`src/verilog/AudioTx_consts.svh`:
```
// Audio playback front end constants: channel count, CSR map and reset values
`ifndef AUDIOTX_CONSTS_SVH
`define AUDIOTX_CONSTS_SVH

`define SFM_NUM      2      // Flash channels
`define SFM_ADRS_W   16     // Flash byte address width

// CSR offsets within the block
`define CSR_EN       8'h04
`define CSR_CYCLE    8'h08
`define CSR_DIV      8'h0C
`define CSR_CSHOLD   8'h10
`define CSR_DONE     8'h30
`define CSR_START0   8'h60
`define CSR_END0     8'h64
`define CSR_START1   8'h68
`define CSR_END1     8'h6C
`define CSR_ADRS0    8'hA0
`define CSR_ADRS1    8'hA4

`define USI_WE_BIT   30     // Set in usiAdrs for a write cycle
`define DIV_RST      8'd4
`define CSHOLD_RST   8'd20
`define SFM_READ_CMD 8'h03  // Serial flash READ opcode

`endif

```
`src/verilog/SfmPkg.sv`:
```
// Serial flash channel types shared by the readers, arbiter and SPI engine
`include "AudioTx_consts.svh"

package SfmPkg;

	// --------------------------------------------------
	// Data types
	// --------------------------------------------------

	typedef logic [`SFM_ADRS_W-1:0] sfmAdrs_t;     // Flash byte address
	typedef logic [15:0]            sfmSample_t;   // One audio sample

	// Channel setup handed from the CSR to a page reader
	typedef struct packed {
		logic       en;          // Playback enable
		logic [7:0] div;         // SCK half period minus one
		logic [7:0] csHold;      // CS high time after a read
		sfmAdrs_t   startAdrs;   // First sample byte address
		sfmAdrs_t   endAdrs;     // Last sample byte address
	} sfmCfg_t;

	// --------------------------------------------------
	// SPI engine
	// --------------------------------------------------

	typedef enum logic [1:0] {
		SPI_IDLE,    // Ready for a request
		SPI_SHIFT,   // CS low, 40 bits on the wire
		SPI_HOLD     // CS high, hold time running
	} spiState_t;

endpackage

```
`src/verilog/UsiBusPkg.sv`:
```
// USI bus types for the CPU-side register interface
package UsiBusPkg;

	// --------------------------------------------------
	// Bus words
	// --------------------------------------------------

	// Data word on both read and write paths
	typedef logic [31:0] usiWord_t;

	// Full bus address, bit 30 flags a write
	typedef logic [31:0] usiAdrs_t;

	// --------------------------------------------------
	// Register offsets
	// --------------------------------------------------

	// Low address byte, selects a register inside the block
	typedef logic [7:0] usiCsrOfs_t;

endpackage
```
`src/verilog/AudioTxCsr.sv`:
```
// Audio TX register file with write decode, registered readback and done capture
`timescale 1ns/100ps
`include "AudioTx_consts.svh"

module AudioTxCsr import UsiBusPkg::*, SfmPkg::*; (
	input  logic                iSCLK,
	input  logic                iSRST,
	input  usiWord_t            usiWd,
	input  usiAdrs_t            usiAdrs,
	input  logic [`SFM_NUM-1:0] pageDone,
	input  sfmAdrs_t            curAdrs [`SFM_NUM],
	output usiWord_t            usiRd,
	output sfmCfg_t             cfg [`SFM_NUM]
);

	// Per-channel register offset from a channel 0 base
	function automatic usiCsrOfs_t chOfs(input usiCsrOfs_t base, input int ch, input int stride);
		return usiCsrOfs_t'(int'(base) + ch * stride);
	endfunction

	// --------------------------------------------------
	// Registers
	// --------------------------------------------------
	logic [`SFM_NUM-1:0]   enQ;
	logic [`SFM_NUM-1:0]   cycleQ;
	logic [`SFM_NUM*8-1:0] divQ;       // One byte per channel
	logic [`SFM_NUM*8-1:0] csHoldQ;    // One byte per channel
	logic [`SFM_NUM-1:0]   doneQ;      // Sticky page done
	sfmAdrs_t              startQ [`SFM_NUM];
	sfmAdrs_t              endQ [`SFM_NUM];

	usiCsrOfs_t            ofs;
	logic                  wr;
	logic                  wrEn, wrCycle, wrDiv, wrCsHold, wrDone;
	logic [`SFM_NUM-1:0]   wrStart, wrEnd;
	usiWord_t              rdMux;

	assign ofs = usiAdrs[7:0];
	assign wr  = usiAdrs[`USI_WE_BIT];

	// Write strobes
	always_comb
	begin
		wrEn     = wr && (ofs == `CSR_EN);
		wrCycle  = wr && (ofs == `CSR_CYCLE);
		wrDiv    = wr && (ofs == `CSR_DIV);
		wrCsHold = wr && (ofs == `CSR_CSHOLD);
		wrDone   = wr && (ofs == `CSR_DONE);
		for (int i = 0; i < `SFM_NUM; i++)
		begin
			wrStart[i] = wr && (ofs == chOfs(`CSR_START0, i, 8));
			wrEnd[i]   = wr && (ofs == chOfs(`CSR_END0, i, 8));
		end
	end

	always_ff @(posedge iSCLK)
	begin
		if (iSRST)
		begin
			enQ     <= '0;
			cycleQ  <= '0;
			divQ    <= {`SFM_NUM{`DIV_RST}};
			csHoldQ <= {`SFM_NUM{`CSHOLD_RST}};
			doneQ   <= '0;
			for (int i = 0; i < `SFM_NUM; i++)
			begin
				startQ[i] <= '0;
				endQ[i]   <= '0;
			end
		end
		else
		begin
			if (wrCycle)  cycleQ  <= usiWd[`SFM_NUM-1:0];
			if (wrDiv)    divQ    <= usiWd[`SFM_NUM*8-1:0];
			if (wrCsHold) csHoldQ <= usiWd[`SFM_NUM*8-1:0];
			for (int i = 0; i < `SFM_NUM; i++)
			begin
				// Page end wins over a CPU write, cycle bit decides the rerun
				if (pageDone[i])  enQ[i] <= cycleQ[i];
				else if (wrEn)    enQ[i] <= usiWd[i];
				if (pageDone[i])  doneQ[i] <= 1'b1;
				else if (wrDone)  doneQ[i] <= 1'b0;
				if (wrStart[i])   startQ[i] <= usiWd[`SFM_ADRS_W-1:0];
				if (wrEnd[i])     endQ[i]   <= usiWd[`SFM_ADRS_W-1:0];
			end
		end
	end

	// --------------------------------------------------
	// Readback, one cycle after the address
	// --------------------------------------------------
	always_comb
	begin
		rdMux = '0;
		case (ofs)
			`CSR_EN:     rdMux = usiWord_t'(enQ);
			`CSR_CYCLE:  rdMux = usiWord_t'(cycleQ);
			`CSR_DIV:    rdMux = usiWord_t'(divQ);
			`CSR_CSHOLD: rdMux = usiWord_t'(csHoldQ);
			`CSR_DONE:   rdMux = usiWord_t'(doneQ);
			default:
			begin
				for (int i = 0; i < `SFM_NUM; i++)
				begin
					if (ofs == chOfs(`CSR_START0, i, 8)) rdMux = usiWord_t'(startQ[i]);
					if (ofs == chOfs(`CSR_END0, i, 8))   rdMux = usiWord_t'(endQ[i]);
					if (ofs == chOfs(`CSR_ADRS0, i, 4))  rdMux = usiWord_t'(curAdrs[i]);  // Live
				end
			end
		endcase
	end

	always_ff @(posedge iSCLK)
		usiRd <= rdMux;

	// Channel setup out to the readers
	always_comb
	begin
		for (int i = 0; i < `SFM_NUM; i++)
		begin
			cfg[i].en        = enQ[i];
			cfg[i].div       = divQ[i*8 +: 8];
			cfg[i].csHold    = csHoldQ[i*8 +: 8];
			cfg[i].startAdrs = startQ[i];
			cfg[i].endAdrs   = endQ[i];
		end
	end

endmodule

```
`config.mk`:
```
export PLATFORM = sky130hd
export DESIGN_NAME = AudioTxCsr
export DESIGN_NICKNAME = d
export VERILOG_FILES = /design/src/verilog/SfmPkg.sv /design/src/verilog/UsiBusPkg.sv /design/src/verilog/AudioTxCsr.sv
export VERILOG_INCLUDE_DIRS = /design/src /design/src/verilog
export SDC_FILE = /design/constraint.sdc
export NUM_CORES = 1
export LEC_CHECK = 0
export ABC_AREA = 1
export BUFFER_PORTS_ARGS = -buffer_cell sky130_fd_sc_hd__buf_2
export CAP_MARGIN = 20
export CORE_ASPECT_RATIO = 0.7
export CORE_MARGIN = 4
export CORE_UTILIZATION = 40
export CTS_CLUSTER_DIAMETER = 30
export DETAILED_ROUTE_END_ITERATION = 12
export PLACE_DENSITY_LB_ADDON = 0.15
export SETUP_SLACK_MARGIN = 0.2
export SKIP_LAST_GASP = 1
export SLEW_MARGIN = 40
export SYNTH_ARGS = -nofsm -noshare
export SYNTH_HDL_FRONTEND = slang
export SYNTH_SLANG_ARGS = --single-unit
```
`constraint.sdc`:
```
create_clock -name iSCLK -period 8.3 [get_ports iSCLK]
set_input_delay 2.075 -clock iSCLK [delete_from_list [all_inputs] [get_ports iSCLK]]
set_output_delay 2.075 -clock iSCLK [all_outputs]
set_load 0.02 [all_outputs]
```
# Word-level counts from Yosys, hierarchy flattened
# Memory sizes are Yosys's and may differ from the RTL's.
# Index checks and enable logic that the tools add are counted.
[word_totals] mem_bits_rw=64 word_cells=70 reg_bits=70 n_memories=2
[memory_table] memory="endQ" words=2 word_bits=16 read_ports=2 rd_ports_with_merged_regs=0 wr=2 line="AudioTxCsr.sv:30" rtl="sfmAdrs_t endQ [`SFM_NUM];"
[memory_table] memory="startQ" words=2 word_bits=16 read_ports=2 rd_ports_with_merged_regs=0 wr=2 line="AudioTxCsr.sv:29" rtl="sfmAdrs_t startQ [`SFM_NUM];"
[op_classes] n_eq_ne=11 mux=32 reduce_logical=13 bitwise_logic=4
[ops] operator="two-way mux 32 bit" n=5
[ops] operator="case mux 32 bit (5 select lines)" n=1
[ops] operator="two-way mux 16 bit" n=5
[ops] operator="== test 8 x 7 -> 1 bit (second input constant)" n=4
[ops] operator="two-way mux 1 bit" n=21
[ops] operator="== test 8 x 4 -> 1 bit (second input constant)" n=2
[ops] operator="== test 8 bit (second input constant)" n=2
[ops] operator="logical AND 1 bit" n=9
[ops] operator="== test 8 x 3 -> 1 bit (second input constant)" n=1
[ops] operator="== test 8 x 5 -> 1 bit (second input constant)" n=1
[ops] operator="== test 8 x 6 -> 1 bit (second input constant)" n=1
[ops] operator="nonzero test 2 bit" n=4
[ops] operator="bitwise OR 1 bit" n=4

# Logic depth before layout (Yosys ltp)
# Gate-level depths: netlist of the first run.
[depth] depth_word=8 mapped_depth=11 depth_no_buf=10

# Worst setup path before layout of the first run
# No wires, ideal clock.
[synth_timing] kind="input-to-reg" startpoint="in usiAdrs[4]" endpoint="mem startQ[0][16] (netlist name), enable pin" n_path_buf=2 setup_slack_ns=3.991 path_stages=7 arrival_ns=3.898 cell_sequence="inv_2 -> nand2_2 -> nor2_2 -> buf_6 -> nand2_4 -> buf_2 -> o21ai_0"
[synth_rtl] item="start: declaration" line="AudioTxCsr.sv:9" rtl="input usiAdrs_t usiAdrs,"
[synth_rtl] item="end: declaration" line="AudioTxCsr.sv:29"

==> metrics.txt, run 1 <==
status complete, no violations; Yosys warning total 0; drt pass-1 iters 5; Die H 105 µm; worst setup path class primary input to register; Crit path max-delay family buffers and inverters; htree depth 4; endpoints failing setup 0; Final Skew 0.0108 ns; Max Fclk 258 MHz; slew at the pin closest to its max-slew limit 0.744 ns; Port-buffer cells 174; Net Sw Frac 23.4%; commonest non-fill, non-tap cell in the layout buf_2; CTS tree done; Worst IR Drop VDD 0.140 mV; Mapped Avg Cell Area 8.95 µm²; DP HPWL 12,300 µm; final max-slew violation count 0; Core Footprint 0.0131 mm²; Global Route Usage Sum 22.1%; first-pass GRT wire length 26,000 µm; post-route ant nets 0; leading area contributor after synthesis edfxtp_1; Die X 146 µm; most frequent cells in the layout buf_2 (174), nand2_1 (137), nor2_1 (102); worst endpoint required time 8.44 ns; synthesized cell area 0.00535 mm²; setup TNS 0 ns; Die Area 0.0153 mm²; NetSw 0.000346 W; post-CTS setup buffer count 0; number of global-route vias before repair 4,653; Rel. slew slack 50.3%; Area Growth Syn to Fin 27.5%; clk_lat worst skew 0.41 ns; asr flop ratio synth 0%; FP Rows 35; part of the power in combinational logic 6.9%; crit start category primary input; Mapped Cells 598; cts hold-fix bufs 0; Max Cap Viol 0; via count 4,691; Routed WL per cell 17.9 µm; ratio of cells with drive above 1 in the final layout 31.5%; Clk network pwr share 49.3%; post-synthesis cell type count 29; CTS sink cnt 118; Synth area leaders edfxtp_1 (36%), dfxtp_1 (20%), nand2_1 (9.7%); Net count, final 870; critical path, cell by cell buf_2 > inv_1 > nand4_1 > buf_6 > nor2_1; pwr dens 216 mW/mm²; slowest CP cell buf_2; CTS buffer count 17; DP Worst Slack 3.77 ns; Hold Crit Class register to register; final worst path period share 46.8%; RSZ-0062 raised after global routing no; Clock Pin Slew Worst Setup and Hold Paths 0.06 ns; placed inst area 0.00622 mm²; worst stage delay on the critical path 0.57 ns; initial antenna violation count 0; total gr overflow 0; crit path time final 3.88 ns; Synth Register Bits 118; Top FF cell, synth edfxtp_1; post-CTS sizing 0; drt initial violations 285; Total Routed Length 17,000 µm; Seq/Total Area, Yosys 56.1%; share of power burned in registers 43.8%; Hold Fails Final Rpt 0; Power Internal 0.00113 W; EDFF count, synth 64; Final Cell Area 0.00683 mm²; post-synth top area share 35.9%; vias per cell 4.94; initial core utilization 40.7%; DRC violations left 0; number of fill cells in the layout 1,223; final worst slack 4.42 ns; WP buf/inv 3; Antenna diodes 0; GPL Wtd Cong 0.890; Clock Tree Buf Depth 2; Setup crit end kind register; CP arrival 4.03 ns; largest net degree at the start of global routing 31; Root Driver clkbuf_16; I/O pins 230; Max FO, Critical Path 30; Lkg Pwr 3.16 nW
==> layer usage <==
| layer | part of all wire, % | track usage (%) | vias up |
|---|---|---|---|
| met5 | 0 | 0 | - |
| met4 | 0.87 | 6.24 | 0 |
| met3 | 9.9 | 6.63 | 17 |
| met1 | 46 | 31.1 | 2183 |
| li1 | - | - | 2274 |
| met2 | 43 | 33.0 | 217 |
==> cell type report <==
cell class              instances  area, µm²  area share, %
repair buffers                175        882           12.9
well taps                     166        208           3.04
flip-flops and latches        118       3000           44.0
inverters                      72        270           3.96
clock inverters                14        159           2.33
clock buffers                  18        429           6.29
multi-input cells             386       1870           27.5
==> stage by stage <==
stage,util [%],power (W),cells,hold WS (ns)
global placement,47.2,0.000758,916,0.472
global route,52.0,0.00153,949,0.526
floorplan,-,0.000716,613,0.454
CTS,51.8,0.00149,948,0.496
detailed placement,47.4,0.000759,916,0.483
finish,52.0,0.00148,949,0.493
==> state kept, by name, indices dropped and copies added, names as in the netlist <==
register / cells
endQ: 32
startQ: 32
csHoldQ: 16
divQ: 16
usiRd: 16
cycleQ: 2
doneQ: 2
enQ: 2
==> synth_stat cells, drive strengths merged (3+ instances only) <==
master	n
nand2	145
nor2	113
inv	71
edfxtp	64
dfxtp	54
nand3	35
buf	33
a211oi	26
nand4	16
a21oi	12
o21ai	9
o211ai	7
clkbuf	4
nor3	3
==> power by group through the flow <==
stage	Sequential, W	Clock [W]	Combinational (W)
2_1_floorplan	0.000679	0	0.0000373
3_3_place_gp	0.000658	0	0.0000997
3_5_place_dp	0.000658	0	0.000102
4_1_cts	0.000646	0.000738	0.000102
5_1_grt	0.000647	0.000770	0.000109
6_report	0.000646	0.000728	0.000102
==> worst register-to-register path, stage by stage, from the launching register on <==
cell,delay (ns)
dfxtp_1,0.34
nand3_1,0.09
nand4_1,0.09
nor2_1,0.34
nand3_1,0.13
==> final timing paths <==
kind | start | endpoint | slack (ns) | cells past startpoint
max | iSRST | endQ[0][1] | 4.42 | 5
min reg2reg | endQ[0][23] | usiRd[7] | 0.49 | 2
min | endQ[0][23] | usiRd[7] | 0.49 | 2
max reg2reg | divQ[1] | usiRd[1] | 7.17 | 4
==> logic make-up after synthesis <==
kind of cell | Yosys count | share of synthesized area (%)
buffers and inverters | 109 | 10.4
other | 1 | 0.0701
AND/OR/NAND/NOR | 314 | 25.3
flip-flops | 118 | 56.1
AO/OA/AOI/OAI | 56 | 8.11
Note: power is estimated with default switching activity, not from simulation.
==> run 2: changes to the inputs <==
==> constraint.sdc (replaced) <==
create_clock -name iSCLK -period 3.5 [get_ports iSCLK]
set_input_delay 0.875 -clock iSCLK [delete_from_list [all_inputs] [get_ports iSCLK]]
set_output_delay 0.875 -clock iSCLK [all_outputs]
set_load 0.02 [all_outputs]
==> metrics.txt, run 2 (synthesis results as in run 1) <==
Worst IR Drop VDD 0.314 mV (+120%); Clk network pwr share 49.9% (+0.6 points); via count 4,738 (+1.0%); final worst path period share 69.2%; crit start category primary input; placed inst area 0.00630 mm² (+1.2%); top flop regs endQ: 32 flops, startQ: 32 flops; drt pass-1 iters 5 (unchanged); cts hold-fix bufs 0 (unchanged); Power Internal 0.00271 W (+140%); Layout Cells excl Fill 960 (+1.2%); post-CTS setup buffer count 0 (unchanged); DP HPWL 12,800 µm (+3.7%); Global Route Usage Sum 22.3% (+0.23 points); post-CTS sizing 0 (unchanged); status complete, no violations; initial core utilization 40.7% (unchanged); CTS buffer count 17 (unchanged); worst endpoint required time 3.83 ns (-4.61 ns); commonest non-fill, non-tap cell in the layout buf_2; I/O pins 230 (unchanged); crit path time final 2.42 ns; Root Driver clkbuf_16; vias per cell 4.94 (-0.16%); Total Routed Length 16,900 µm (-0.18%); Final Skew 0.00902 ns (-0.00182 ns); Area Growth Syn to Fin 29.2%; CP arrival 2.75 ns (-1.28 ns); Die Area 0.0153 mm² (unchanged); most frequent cells in the layout buf_2 (174), nand2_1 (139), nor2_1 (102); Lkg Pwr 3.23 nW (+2.4%); Die X 146 µm (unchanged); placed instance count 928 (+1.3%); share of power burned in registers 43.1% (-0.7 points); Die H 105 µm (unchanged); FP Rows 35 (unchanged); slowest CP cell nor2_4; largest net degree at the start of global routing 30 (-3.2%); Setup crit end kind register; CTS tree done; Hold Fails Final Rpt 0 (unchanged); Hold Crit Class register to register; NetSw 0.000838 W (+140%); clk_lat worst skew 0.41 ns (about the same); Core Util, Final 52.6% (+0.68 points); post-route ant nets 0 (unchanged); drt initial violations 365 (+28%); first-pass GRT wire length 26,200 µm (+0.82%); final max-slew violation count 0 (unchanged); Clock Tree Buf Depth 2 (unchanged); Net count, final 881 (+1.3%); Core Footprint 0.0131 mm² (unchanged); Rel. slew slack 52.8% (+2.5 points); Clock Pin Slew Worst Setup and Hold Paths 0.06 ns (about the same); ratio of cells with drive above 1 in the final layout 32.4% (+0.82 points); number of global-route vias before repair 4,770 (+2.5%); Max Fclk 413 MHz; Max FO, Critical Path 24 (-20%); CTS sink cnt 118 (unchanged); initial antenna violation count 0 (unchanged); worst stage delay on the critical path 0.58 ns (about the same); Antenna diodes 0 (unchanged); slew at the pin closest to its max-slew limit 0.703 ns (-0.0405 ns); setup TNS 0 ns (unchanged); Final Cell Area 0.00691 mm² (+1.3%); pwr dens 513 mW/mm² (+140%); part of the power in combinational logic 6.9% (about the same); htree depth 4 (unchanged); endpoints failing setup 0 (unchanged); Routed WL per cell 17.6 µm (-1.3%); RSZ-0062 raised after global routing no; Port-buffer cells 174 (unchanged); DRC violations left 0 (unchanged); GPL Wtd Cong 0.938 (+5.4%); total gr overflow 0 (unchanged); Max Cap Viol 0 (unchanged); critical path, cell by cell buf_2 > inv_1 > nand2_1 > nor2_2 > nand4_2 > nor2_4 > nor2_1 > a211oi_2; worst setup path class primary input to register; Net Sw Frac 23.6% (+0.20 points)
run 2: path summary, 6_finish.rpt:
path,from,endpoint,slack (ns),cells after the start
setup reg to reg,doneQ[1],usiRd[1],2.46,4
hold / removal,endQ[0][28],usiRd[12],0.49,2
hold reg to reg,endQ[0][28],usiRd[12],0.49,2
setup / recovery,usiAdrs[0],csHoldQ[7],1.08,8
run 2: through the flow:
step,hold slack [ns],setup WS [ns],total power [W]
after floorplan,0.454,0.391,0.00170
after global placement,0.471,0.798,0.00180
after detailed placement,0.481,0.704,0.00181
after CTS,0.492,1.10,0.00357
after global routing,0.520,0.888,0.00366
final,0.488,1.08,0.00355
run 2: layer usage:
metal	global-route usage, %	routed length, µm	up-vias
li1	-	-	2293
met1	31.5	7990	2220
met2	32.7	7110	205
met3	7.54	1600	20
met4	6.17	221	0
met5	0	0	-
run 2: area by class of cell:
class                           instances  area, µm²
Fill cell                            1228       6220
Inverter                               72        270
Timing Repair Buffer                  186        961
Clock buffer                           24        568
Multi-Input combinational cell        386       1850
Clock inverter                          8       50.0
Tap cell                              166        208
Sequential cell                       118       3000
run 2: worst max-delay path, delay by kind of cell:
family	cells	cell delay, ns
buf+inv	2	0.17
compound gates	1	0.18
simple gates	5	1.52
run 2: power groups by stage:
stage | logic (W) | clock network [W] | registers (W)
floorplan | 0.0000884 | 0 | 0.00161
finish | 0.000246 | 0.00177 | 0.00153
global placement | 0.000245 | 0 | 0.00156
global route | 0.000265 | 0.00185 | 0.00154
CTS | 0.000247 | 0.00179 | 0.00153
detailed placement | 0.000246 | 0 | 0.00156
==> run 3: changes to the inputs <==
==> constraint.sdc (replaced) <==
create_clock -name iSCLK -period 2.3 [get_ports iSCLK]
set_input_delay 0.575 -clock iSCLK [delete_from_list [all_inputs] [get_ports iSCLK]]
set_output_delay 0.575 -clock iSCLK [all_outputs]
set_load 0.02 [all_outputs]
==> metrics.txt, run 3 (synthesis results as in run 1) <==
via count 4,745 (+0.15%); CP arrival 2.01 ns (-0.74 ns); final max-slew violation count 0 (unchanged); first-pass GRT wire length 25,800 µm (-1.8%); Antenna diodes 0 (unchanged); Max FO, Critical Path 16 (-33%); vias per cell 4.91 (-0.58%); Die X 146 µm (unchanged); pwr dens 773 mW/mm² (+51%); final worst path period share 77.6%; Global Route Usage Sum 21.8% (-0.54 points); largest net degree at the start of global routing 30 (unchanged); GPL Wtd Cong 0.935 (-0.31%); initial core utilization 40.7% (unchanged); worst stage delay on the critical path 0.30 ns (-0.28 ns); Clock Pin Slew Worst Setup and Hold Paths 0.05 ns (about the same); CTS tree done; Clock Tree Buf Depth 2 (unchanged); post-CTS sizing 0 (unchanged); Root Driver clkbuf_16; DP HPWL 12,700 µm (-0.40%); CTS buffer count 17 (unchanged); Worst IR Drop VDD 0.523 mV (+67%); status complete, no violations; Hold Slack 0.385 ns (-0.103 ns); post-route ant nets 0 (unchanged); htree depth 4 (unchanged); Hold Crit Class primary input to register; I/O pins 230 (unchanged); CP endpoint startQ[0][21]; Crit path max-delay family simple AND/OR/NAND/NOR gates; cts hold-fix bufs 0 (unchanged); CTS sink cnt 118 (unchanged); Lkg Pwr 3.28 nW (+1.4%); Max Fclk 560 MHz; Worst path most repeated cell nand2_2; DRC violations left 0 (unchanged); setup TNS 0 ns (unchanged); drt pass-1 iters 4 (-1); ratio of cells with drive above 1 in the final layout 32.6% (+0.22 points); Setup crit end kind register; FP Rows 35 (unchanged); number of fill cells in the layout 1,213 (-1.2%); commonest non-fill, non-tap cell in the layout buf_2; Total Routed Length 16,700 µm (-1.2%); worst setup path class primary input to register; R2R cell count 4 (unchanged); Reg-to-Reg Start cycleQ[1]; Die Area 0.0153 mm² (unchanged); Setup crit start usiAdrs[4]; initial antenna violation count 0 (unchanged); clk_lat worst skew 0.41 ns (about the same); critical path, cell by cell buf_2 > inv_2 > nand2_2 > nor2_2 > inv_2 > nor2_4 > nand2_2 > o21ai_2 > nand2_2 > nor2_1; r2r setup slk 1.21 ns (-1.25 ns); Die H 105 µm (unchanged); slowest CP cell nor2_2; Hold Fails Final Rpt 0 (unchanged); crit path time final 1.79 ns; hold path cells 3 (+1); Max Cap Viol 0 (unchanged); most frequent cells in the layout buf_2 (174), nand2_1 (139), nor2_1 (102); Net count, final 888 (+0.79%); Port-buffer cells 174 (unchanged); top flop regs endQ: 32 flops, startQ: 32 flops; Routed WL per cell 17.3 µm (-1.9%); Area Growth Syn to Fin 31.1%; drt initial violations 308 (-16%); endpoints failing setup 0 (unchanged); WP buf/inv 3 (+1); worst endpoint required time 2.53 ns (-1.30 ns); number of global-route vias before repair 4,609 (-3.4%); Critical Path Stages 10 (+2); post-CTS setup buffer count 0 (unchanged); Final Skew 0.00965 ns (+0.000633 ns); total gr overflow 0 (unchanged); Core Footprint 0.0131 mm² (unchanged); RSZ-0062 raised after global routing no; Reg-to-Reg End usiRd[1]; crit start category primary input
## run 3: worst min-delay path by stage
stage                     start        end  slack (ns)
global route         curAdrs[6]   usiRd[6]        0.40
global placement       doneQ[1]   doneQ[1]        0.47
detailed placement     doneQ[1]   doneQ[1]        0.48
finish               curAdrs[0]   usiRd[0]        0.38
floorplan             cycleQ[1]     enQ[1]        0.45
CTS                 curAdrs[12]  usiRd[12]        0.38
## run 3: report_power, final
group	switching (W)	internal, W
combinational	0.000271	0.000113
sequential	0.0000422	0.00229
clock	0.000898	0.00181
total	0.00121	0.00421
## run 3: metrics by stage
stage	setup slack, ns	power, W	utilization [%]	cell area (µm²)	std cells
after global routing	0.372	0.00561	53.4	7020	967
after CTS	0.536	0.00545	53.4	7020	967
final	0.515	0.00542	53.4	7020	967
after floorplan	0.229	0.00258	-	5420	613
after global placement	0.136	0.00275	48.7	6400	935
after detailed placement	0.110	0.00276	48.7	6400	935
## run 3: worst min-delay path: cells and delay by family
| kind | cells | cell delay, ns |
|---|---|---|
| buf+inv | 1 | 0.07 |
| simple gates | 2 | 0.11 |
## run 3: routing by layer
layer	up-vias	part of all wire, %	GRT usage, %
met5	-	0	0
met4	0	1.3	5.70
met3	21	9.4	5.77
met2	258	41	30.9
met1	2155	48	32.7
li1	2311	-	-
## run 3: final cells by class
cell class	instances	area (µm²)	area share, %
well taps	166	208	2.96
clock inverters	7	87.6	1.25
multi-input cells	386	1850	26.4
flip-flops and latches	118	3000	42.8
clock buffers	25	529	7.54
repair buffers	193	1060	15.2
inverters	72	270	3.85
